**src/mdio_pkg.sv**
```systemverilog
// ~~~~~~~~~~~~~~~~~~~~~~~~~~~~~~
// Shared constants and types for the MDIO master: register map,
// frame layout, operation word fields and MDC divider
// ~~~~~~~~~~~~~~~~~~~~~~~~~~~~~~

package mdio_pkg;

   localparam int reg_width    = 32;
   localparam int word_width   = 16;
   localparam int op_width     = 13;

   // One management frame, sent MSB first
   localparam int frame_len    = 64;
   localparam int preamble_len = 32;
   localparam int data_len     = 16;

   // clk cycles per mdc period
   localparam int mdc_divider  = 200;

   localparam logic [reg_width-1:0] reg_base     = 32'h0;
   localparam logic [reg_width-1:0] reg_data_off = 32'h0;
   localparam logic [reg_width-1:0] reg_addr_off = 32'h4;
   localparam logic [reg_width-1:0] reg_op_off   = 32'h8;
   localparam logic [reg_width-1:0] reg_ctrl_off = 32'hc;

   // Operation word: {c45, opcode[1:0], prtad[4:0], devad[4:0]}
   localparam int op_c45_bit   = 12;
   localparam int op_code_hi   = 11;
   localparam int op_code_lo   = 10;
   localparam int prtad_hi     = 9;
   localparam int devad_hi     = 4;

   typedef logic [frame_len-1:0]  frame_t;
   typedef logic [word_width-1:0] word_t;
   typedef logic [op_width-1:0]   op_t;

endpackage

```
**src/mdc_gen.sv**
```systemverilog
// ~~~~~~~~~~~~~~~~~~~~~~~~~~~~~~
// MDC clock divider; also marks every mdc falling edge with a one-cycle tick
// ~~~~~~~~~~~~~~~~~~~~~~~~~~~~~~

module mdc_gen (
   input  logic clk,
   input  logic rst,
   output logic mdc,
   output logic fall_tick
);

   import mdio_pkg::*;

   localparam int half_period = mdc_divider / 2;

   logic [$clog2(mdc_divider)-1:0] cnt;

   always_ff @(posedge clk) begin
      if (rst) begin
         cnt       <= 1;
         mdc       <= 1'b0;
         fall_tick <= 1'b0;
      end else if (cnt == half_period) begin
         cnt       <= 1;
         mdc       <= ~mdc;
         // Old mdc high means this toggle is the falling edge
         fall_tick <= mdc;
      end else begin
         cnt       <= cnt + 1'b1;
         fall_tick <= 1'b0;
      end
   end

endmodule

```
**src/mdio_frame_build.sv**
```systemverilog
// ~~~~~~~~~~~~~~~~~~~~~~~~~~~~~~
// Builds the 64-bit management frame and its drive mask from the
// operation, data and address words. Purely combinational
// ~~~~~~~~~~~~~~~~~~~~~~~~~~~~~~

module mdio_frame_build (
   input  mdio_pkg::op_t    op_word,
   input  mdio_pkg::word_t  wr_word,
   input  mdio_pkg::word_t  addr_word,
   output mdio_pkg::frame_t frame,
   output mdio_pkg::frame_t drive_mask,
   output logic             is_read
);

   import mdio_pkg::*;

   // Bits driven by the master on a read: preamble, start, opcode, addresses
   localparam int read_drive_len = frame_len - data_len - 2;

   logic       c45;
   logic [1:0] opcode;
   logic [1:0] start_code;
   logic [1:0] turnaround;
   word_t      payload;

   assign c45        = op_word[op_c45_bit];
   assign opcode     = op_word[op_code_hi:op_code_lo];
   assign is_read    = op_word[op_code_hi];
   assign start_code = c45 ? 2'b00 : 2'b01;

   // On reads the PHY owns the bus from turnaround on, so those bits stay 0
   always_comb begin
      if (is_read) begin
         turnaround = 2'b00;
         payload    = '0;
      end else begin
         turnaround = 2'b10;
         // Clause 45 address cycle carries the register address
         payload    = (c45 && opcode == 2'b00) ? addr_word : wr_word;
      end
   end

   assign frame = {{preamble_len{1'b1}}, start_code, opcode,
                   op_word[prtad_hi:devad_hi+1], op_word[devad_hi:0],
                   turnaround, payload};

   assign drive_mask = is_read ?
                       {{read_drive_len{1'b1}}, {(frame_len-read_drive_len){1'b0}}} :
                       {frame_len{1'b1}};

endmodule

```
**src/mdio_master.sv**
```systemverilog
// ~~~~~~~~~~~~~~~~~~~~~~~~~~~~~~
// MDIO bus master top. Software programs the data, address and operation
// words through the register port, then sets start in the control register
// ~~~~~~~~~~~~~~~~~~~~~~~~~~~~~~

module mdio_master (
   input  logic                            clk,
   input  logic                            rst,
   input  logic                            reg_wr_req,
   input  logic [mdio_pkg::reg_width-1:0]  reg_wr_addr,
   input  logic [mdio_pkg::reg_width-1:0]  reg_wr_data,
   input  logic                            reg_rd_req,
   input  logic [mdio_pkg::reg_width-1:0]  reg_rd_addr,
   output logic                            reg_rd_resp,
   output logic [mdio_pkg::reg_width-1:0]  reg_rd_data,
   output logic                            mdc,
   output logic                            mdio_out,
   output logic                            mdio_tri,
   input  logic                            mdio_in
);

   import mdio_pkg::*;

   op_t    op_word;
   word_t  wr_word;
   word_t  addr_word;
   word_t  rd_word;
   frame_t frame;
   frame_t drive_mask;
   logic   is_read;
   logic   running;
   logic   done;
   logic   fall_tick;

   mdio_regs u_mdio_regs (
      .clk         (clk),
      .rst         (rst),
      .reg_wr_req  (reg_wr_req),
      .reg_wr_addr (reg_wr_addr),
      .reg_wr_data (reg_wr_data),
      .reg_rd_req  (reg_rd_req),
      .reg_rd_addr (reg_rd_addr),
      .reg_rd_resp (reg_rd_resp),
      .reg_rd_data (reg_rd_data),
      .rd_word     (rd_word),
      .done        (done),
      .fall_tick   (fall_tick),
      .op_word     (op_word),
      .wr_word     (wr_word),
      .addr_word   (addr_word),
      .running     (running)
   );

   mdc_gen u_mdc_gen (
      .clk       (clk),
      .rst       (rst),
      .mdc       (mdc),
      .fall_tick (fall_tick)
   );

   mdio_frame_build u_mdio_frame_build (
      .op_word    (op_word),
      .wr_word    (wr_word),
      .addr_word  (addr_word),
      .frame      (frame),
      .drive_mask (drive_mask),
      .is_read    (is_read)
   );

   mdio_serializer u_mdio_serializer (
      .clk        (clk),
      .rst        (rst),
      .fall_tick  (fall_tick),
      .running    (running),
      .frame      (frame),
      .drive_mask (drive_mask),
      .is_read    (is_read),
      .mdio_in    (mdio_in),
      .mdio_out   (mdio_out),
      .mdio_tri   (mdio_tri),
      .rd_word    (rd_word),
      .done       (done)
   );

endmodule

```
**src/mdio_regs.sv**
```systemverilog
// ~~~~~~~~~~~~~~~~~~~~~~~~~~~~~~
// Register front end of the MDIO master. Holds the data, address and
// operation words, the running flag, and answers register reads
// ~~~~~~~~~~~~~~~~~~~~~~~~~~~~~~

module mdio_regs (
   input  logic                            clk,
   input  logic                            rst,
   input  logic                            reg_wr_req,
   input  logic [mdio_pkg::reg_width-1:0]  reg_wr_addr,
   input  logic [mdio_pkg::reg_width-1:0]  reg_wr_data,
   input  logic                            reg_rd_req,
   input  logic [mdio_pkg::reg_width-1:0]  reg_rd_addr,
   output logic                            reg_rd_resp,
   output logic [mdio_pkg::reg_width-1:0]  reg_rd_data,
   input  mdio_pkg::word_t                 rd_word,
   input  logic                            done,
   input  logic                            fall_tick,
   output mdio_pkg::op_t                   op_word,
   output mdio_pkg::word_t                 wr_word,
   output mdio_pkg::word_t                 addr_word,
   output logic                            running
);

   import mdio_pkg::*;

   localparam logic [reg_width-1:0] data_addr = reg_base + reg_data_off;
   localparam logic [reg_width-1:0] addr_addr = reg_base + reg_addr_off;
   localparam logic [reg_width-1:0] op_addr   = reg_base + reg_op_off;
   localparam logic [reg_width-1:0] ctrl_addr = reg_base + reg_ctrl_off;

   always_ff @(posedge clk) begin
      if (rst) begin
         wr_word   <= '0;
         addr_word <= '0;
         op_word   <= '0;
         running   <= 1'b0;
      end else begin
         // Only drop running on a bit boundary, so software never sees
         // running low while done is still up from the same frame
         if (done && fall_tick)
            running <= 1'b0;

         if (reg_wr_req) begin
            case (reg_wr_addr)
               data_addr: wr_word   <= reg_wr_data[word_width-1:0];
               addr_addr: addr_word <= reg_wr_data[word_width-1:0];
               op_addr:   op_word   <= reg_wr_data[op_width-1:0];
               ctrl_addr: begin
                  if (reg_wr_data[0])
                     running <= 1'b1;
               end
               default: ;
            endcase
         end
      end
   end

   always_ff @(posedge clk) begin
      if (rst) begin
         reg_rd_resp <= 1'b0;
      end else begin
         reg_rd_resp <= reg_rd_req &&
                        ((reg_rd_addr == data_addr) || (reg_rd_addr == ctrl_addr));
      end
   end

   // Read data is only meaningful while reg_rd_resp is high
   always_ff @(posedge clk) begin
      if (reg_rd_req) begin
         if (reg_rd_addr == ctrl_addr)
            reg_rd_data <= {{(reg_width-1){1'b0}}, running};
         else
            reg_rd_data <= {{(reg_width-word_width){1'b0}}, rd_word};
      end
   end

endmodule

```
**src/mdio_serializer.sv**
```systemverilog
// ~~~~~~~~~~~~~~~~~~~~~~~~~~~~~~
// Shifts a latched frame onto mdio, one bit per mdc falling tick,
// and captures the 16 read bits of read frames
// ~~~~~~~~~~~~~~~~~~~~~~~~~~~~~~

module mdio_serializer (
   input  logic             clk,
   input  logic             rst,
   input  logic             fall_tick,
   input  logic             running,
   input  mdio_pkg::frame_t frame,
   input  mdio_pkg::frame_t drive_mask,
   input  logic             is_read,
   input  logic             mdio_in,
   output logic             mdio_out,
   output logic             mdio_tri,
   output mdio_pkg::word_t  rd_word,
   output logic             done
);

   import mdio_pkg::*;

   localparam int capture_start = frame_len - data_len;

   frame_t                       frame_q;
   frame_t                       mask_q;
   logic                         is_read_q;
   logic                         busy;
   logic                         preidle;
   logic [$clog2(frame_len)-1:0] bit_cnt;
   logic                         start;

   assign start = fall_tick && !busy && !preidle && running;

   always_ff @(posedge clk) begin
      if (rst) begin
         busy     <= 1'b0;
         preidle  <= 1'b0;
         bit_cnt  <= '0;
         mdio_out <= 1'b0;
         mdio_tri <= 1'b1;
         done     <= 1'b0;
         rd_word  <= '0;
      end else if (fall_tick) begin
         // Release the bus unless a driven bit follows below
         mdio_out <= 1'b0;
         mdio_tri <= 1'b1;
         done     <= 1'b0;
         if (preidle) begin
            // Gives mdio_regs one tick to clear running
            preidle <= 1'b0;
         end else if (busy) begin
            mdio_out <= frame_q[frame_len-1];
            mdio_tri <= ~mask_q[frame_len-1];
            if (is_read_q && bit_cnt >= capture_start)
               rd_word <= {rd_word[data_len-2:0], mdio_in};
            bit_cnt <= bit_cnt + 1'b1;
            if (bit_cnt == frame_len - 1) begin
               busy    <= 1'b0;
               preidle <= 1'b1;
               done    <= 1'b1;
            end
         end else if (running) begin
            busy    <= 1'b1;
            bit_cnt <= '0;
         end
      end
   end

   // Frame and mask are latched at start so register writes can't disturb
   // a frame already on the wire
   always_ff @(posedge clk) begin
      if (start) begin
         frame_q   <= frame;
         mask_q    <= drive_mask;
         is_read_q <= is_read;
      end else if (fall_tick && busy) begin
         frame_q <= frame_q << 1;
         mask_q  <= mask_q << 1;
      end
   end

endmodule

```
**config.mk**
```make
export PLATFORM = sky130hd
export DESIGN_NAME = mdio_master
export DESIGN_NICKNAME = d
export VERILOG_FILES = /design/src/mdio_pkg.sv /design/src/mdc_gen.sv /design/src/mdio_frame_build.sv /design/src/mdio_master.sv /design/src/mdio_regs.sv /design/src/mdio_serializer.sv
export SDC_FILE = /design/constraint.sdc
export NUM_CORES = 1
export LEC_CHECK = 0
export BUFFER_PORTS_ARGS = -buffer_cell sky130_fd_sc_hd__buf_4
export CAP_MARGIN = 20
export CORE_ASPECT_RATIO = 0.5
export CORE_MARGIN = 2
export CORE_UTILIZATION = 26
export CTS_CLUSTER_SIZE = 16
export DETAILED_ROUTE_END_ITERATION = 16
export GPL_ROUTABILITY_DRIVEN = 0
export PLACE_DENSITY_LB_ADDON = 0.15
export SLEW_MARGIN = 30
export SYNTH_ARGS = -nofsm -noshare
export SYNTH_HDL_FRONTEND = slang
export SYNTH_HIERARCHICAL = 1
export SYNTH_SLANG_ARGS = --single-unit
```
**constraint.sdc**
```tcl
create_clock -name clk -period 9.4 [get_ports clk]
set_clock_uncertainty 0.2 [all_clocks]
set_input_delay 0.47 -clock clk [delete_from_list [all_inputs] [get_ports clk]]
set_output_delay 0.47 -clock clk [all_outputs]
set_load 0.02 [all_outputs]
```
Yosys cells after proc, flatten, opt, wreduce, memory -nomap -nowiden
Index checks and enable logic that the tools add are counted.
Widths: inputs -> output; s select.

storage, ports and cells
  output and inout port bits = 36
  flip-flop bits (word level) = 244
  word-level logic and storage cells = 83
  bits of input ports = 101

operators by class
  reductions and logical operators = 24
  add/sub/neg operators = 2
  order comparisons = 1
  multiplexer cells = 26
  bitwise logic cells = 4
  equality and inequality tests = 6

operator list
  operator             number
  $mux 64              2
  $eq 32x4->1 const B  3
  $logic_not 32->1     2
  $mux 32              2
  $eq 32x3->1 const B  1
  $mux 16              2
  $mux 18              1
  $mux 1               16
  $mux 6               2
  $add 8x1->8 const B  1
  $eq 8x7->1 const B   1
  $logic_and 1x1->1    8
  $reduce_and 2->1     4
  $add 6x1->6 const B  1
  $eq 6x6->1 const B   1
  $ge 6x6->1 const B   1
  $not 1->1            4
  $reduce_and 4->1     1
  $reduce_bool 2->1    2
  $reduce_or 2->1      2
  $reduce_and 3->1     1
  $logic_not 1->1      2
  $logic_not 2->1      1
  $mux 2               1
  $logic_or 1x1->1     1

Depth between registers and ports, before layout
  word-level depth = 5
  depth in mapped cells = 6
  mapped depth without buffers = 5

Cells and area by module
Netlist, hierarchy kept.

modules (own cells, without submodules)
  module            area each (um^2)  cells each  sequential area each (um^2)  instances
  mdio_serializer   6,905.4           385         4,394.2                      1
  mdio_regs         2,835.2           248         1,421.4                      1
  mdio_frame_build  1,296.2           170         0.0                          1
  mdc_gen           451.7             47          200.2                        1

Worst setup path after synthesis
Ideal clock, no wire load.

  path type = reg-to-reg
  start = register u_mdio_serializer.preidle
  end = register u_mdio_serializer.frame_q[0], enable pin
  arrival = 6,187 ps
  buffers on the path = 0
  setup time = 632 ps
  stages on the path, launching flop included = 4
  setup slack = 2,381 ps
  required time = 8,568 ps
  cells stage by stage = dfxtp_1 inv_1 a21oi_1 nor2b_1

between the ends
  word-level cells in the longest chain between the ends = 4

ends and longest elaborated chain
  element                             RTL line               text
  start: declaration                  mdio_serializer.sv:29  logic preidle;
  start signal: assignment            mdio_serializer.sv:38  preidle <= 1'b0;
  start signal: assignment            mdio_serializer.sv:51  preidle <= 1'b0;
  start signal: assignment            mdio_serializer.sv:60  preidle <= 1'b1;
  $logic_not 1->1                     mdio_serializer.sv:33  assign start = fall_tick && !busy && !preidle && running;
  $logic_and 1x1->1 (2 in series)     mdio_serializer.sv:33
  $reduce_bool 2->1 (no source line)  --
  end signal: assignment              mdio_serializer.sv:74  frame_q <= frame;
  end signal: assignment              mdio_serializer.sv:78  frame_q <= frame_q << 1;
  end: declaration                    mdio_serializer.sv:25  frame_t frame_q;

Every way passes these cells.
A chain may end at the register's enable or synchronous reset.

Worst setup path in the final report
  start = register u_mdc_gen.fall_tick
  end = register u_mdio_serializer.frame_q[60], enable pin

between the ends
  word-level cells in the longest chain between the ends = 3

ends and longest elaborated chain
  element                          RTL line               text
  start: declaration               mdc_gen.sv:9           output logic fall_tick
  start signal: assignment         mdc_gen.sv:27          fall_tick <= mdc;
  $logic_and 1x1->1 (3 in series)  mdio_serializer.sv:33

Parallel ways exist; a longest one is shown, timed or not.

==> impl_metrics.yaml <==
drt:
  wl_per_cell_um: 13.1
  dr.pass1.iters: 4
  dr.first_iter.drc_count: 268
  drt-total-wl_mm: 20.0
  vias_per_cell: 3.96
  vias: 6048
  drc: 0
  ant_nets: 0
clocking:
  tritoncts: "yes"
  cts.path.max_buffers: 3
  postCtsHoldBufs: 3
  clk_latency_ns: 0.52
  cts-root-buf: "clkbuf_16"
  cts_resized: 0
  cts_buffers: 25
  postCtsSetupRepairBufs: 0
  htreeDepth: 1
  cts.clk_slew.worst_paths_ns: 0.06
  clock_sinks: 228
die:
  start_util_pct: 26.4
  core_um2: 43600
  die_w_um: 301
  ios: 137
  rows: 54
  die_area_um2: 46000
  fp.dieH_um: 153
grt:
  grt_use_total_pct: 8.85
  grt_first_pass_wirelength_mm: 33.5
  antenna_found_initial: 0
  grt_max_degree: 133
  grt_pass1_vias: 6309
  grt_overflow: 0
synth:
  yosys.area.top_type: "edfxtp_1"
  postSynthCellCount: 850
  seq_area_frac_synth_pct: 52.4
  yosys_most_used_dff: "edfxtp_1"
  yosys-top-cells-area: "edfxtp_1 (38%), dfxtp_1 (14%), mux2_4 (10%), buf_4 (8.8%), mux2i_1 (5.3%)"
  synth.top_cell.area_share_pct: 37.9
  ys_ff_latch: 228
  ys_warn_count: 6
  synth-edff-count: 145
  avgSynthCellArea_um2: 13.5
  async_flop_share_pct: 0
  synthesis.area_um2: 11500
  synth.most_common_cell: "edfxtp_1"
  synth_common_cells: "edfxtp_1 (145), buf_4 (135), dfxtp_1 (83)"
  yosys.cell_types.count: 57
status:
  status: "completed"
timing:
  max_freq_ghz: 0.353
  relSlewSlack_pct: 40.2
  rsz0062_at_grt: "no"
  final_max_slew_viol_count: 0
  setup_viol: 0
  worst_pin_slew_ns: 0.897
  finalCriticalPeriod_ns: 2.83
  finalCritPeriodShare_pct: 30.1
  hold_violations: 0
  fin_tns_setup_ns: 0
worst_setup_path:
  setup.worst_path.end_class: "register"
  cp.required_ns: 9.34
  path_class: "reg -> reg"
  cp_max_fo: 70
  startpoint_type: "register"
  worstPathArrival_ns: 2.77
power:
  power.density_nw_per_um2: 160
  worst_ir_drop_vdd_mv: 0.0868
  power.leakage_nw: 4.64
final_layout:
  final_cells: 1527
  nNetsFinal: 1025
  num_antenna_cells: 0
  drive_gt1_share_pct: 32.4
  syn_to_final_growth_pct: 12.8
flow_run:
  cap_violations: 0
placement:
  portBuffers: 104
  place_inst: 1478
  hpwl_mm: 11.6
worst_hold_path:
  min_path_type: "in -> reg"
worst paths after layout:
kind / startpoint / to / slack, ns / depth (start not counted)
max reg2reg: u_mdc_gen/fall_tick$_SDFF_PP0_ / u_mdio_serializer/frame_q[60]$_DFFE_PP_ / 6.57 / 3
min reg2reg: u_mdio_serializer/rd_word[15]$_SDFFE_PP0P_ / u_mdio_serializer/rd_word[15]$_SDFFE_PP0P_ / 0.26 / 2
max: u_mdc_gen/fall_tick$_SDFF_PP0_ / u_mdio_serializer/frame_q[60]$_DFFE_PP_ / 6.57 / 3
min: reg_wr_data[15] / u_mdio_regs/wr_word[15]$_SDFFE_PP0P_ / 0.05 / 3
registers in the layout, indices dropped and copies added (netlist names), 6 cells and up:
| signal | cells |
|---|---|
| u_mdc_gen/cnt | 8 |
| u_mdio_regs/addr_word | 16 |
| u_mdio_regs/op_word | 13 |
| u_mdio_regs/reg_rd_data | 16 |
| u_mdio_regs/wr_word | 16 |
| u_mdio_serializer/bit_cnt | 6 |
| u_mdio_serializer/frame_q | 64 |
| u_mdio_serializer/mask_q | 64 |
| u_mdio_serializer/rd_word | 16 |
power breakdown:
| group | total, mW | internal (mW) | switching (mW) |
|---|---|---|---|
| registers | 1.06 | 1.06 | 0.00333 |
| logic | 0.0747 | 0.0370 | 0.0377 |
| clock network | 0.935 | 0.545 | 0.389 |
| total | 2.07 | 1.64 | 0.430 |
metal layers:
metal | vias up | global-route usage [%] | share of wire (%)
met5 | - | 0 | 0
met4 | 0 | 2.80 | 2.9
met3 | 41 | 2.00 | 3.3
met2 | 73 | 14.2 | 46
met1 | 2957 | 11.8 | 48
li1 | 2977 | - | -
area by class of cell:
type                            instances  area [µm²]
Tap cell                              588         736
Clock buffer                           41         756
Multi-Input combinational cell        539        4480
Inverter                               11        41.3
Timing Repair Buffer                  116         911
Clock inverter                          4        22.5
Fill cell                            4402       30600
Sequential cell                       228        6020
critical path, stage by stage (launching register included):
cell	delay, ns
dfxtp_1	0.53
nor2b_4	0.23
buf_4	0.62
buf_4	0.82
stage by stage:
stage | util (%) | power (mW) | hold WS (ns) | area, µm² | setup slack (ns)
floorplan | - | 1.14 | 0.230 | 11800 | 2.38
global placement | 27.8 | 1.16 | 0.247 | 12100 | 6.52
detailed placement | 27.8 | 1.16 | 0.253 | 12100 | 6.46
CTS | 29.7 | 2.12 | 0.0248 | 12900 | 6.47
global route | 29.7 | 2.17 | 0.0567 | 13000 | 6.29
finish | 29.7 | 2.07 | 0.0502 | 13000 | 6.57
layout by cell type (no fill, tap or decap), types with 9 or more instances in the layout:
cell type and n:
a21oi_1 11, buf_4 111, clkbuf_1 9, clkbuf_16 25
conb_1 96, dfxtp_1 83, edfxtp_1 145, inv_1 10
mux2_2 51, mux2_4 77, mux2i_1 61, nand2_1 26
nand2b_1 80, nand4bb_1 16, nor2b_1 10, nor4_1 11
o21ai_2 10
logic make-up (layout without fill, tap and decap cells):
kind of cell | Yosys count | in the layout | synth area share (%)
buffers and inverters | 176 | 172 | 11.9
AND/OR/NAND/NOR | 206 | 206 | 12.2
multiplexers | 189 | 189 | 20.4
other | 3 | 96 | 0.0980
flip-flops | 228 | 228 | 52.4
adder cells (fa/ha/maj) | 3 | 3 | 0.327
AO/OA/AOI/OAI | 41 | 41 | 2.49
XOR/XNOR | 4 | 4 | 0.305
Note: power is estimated with default switching activity, not from simulation.
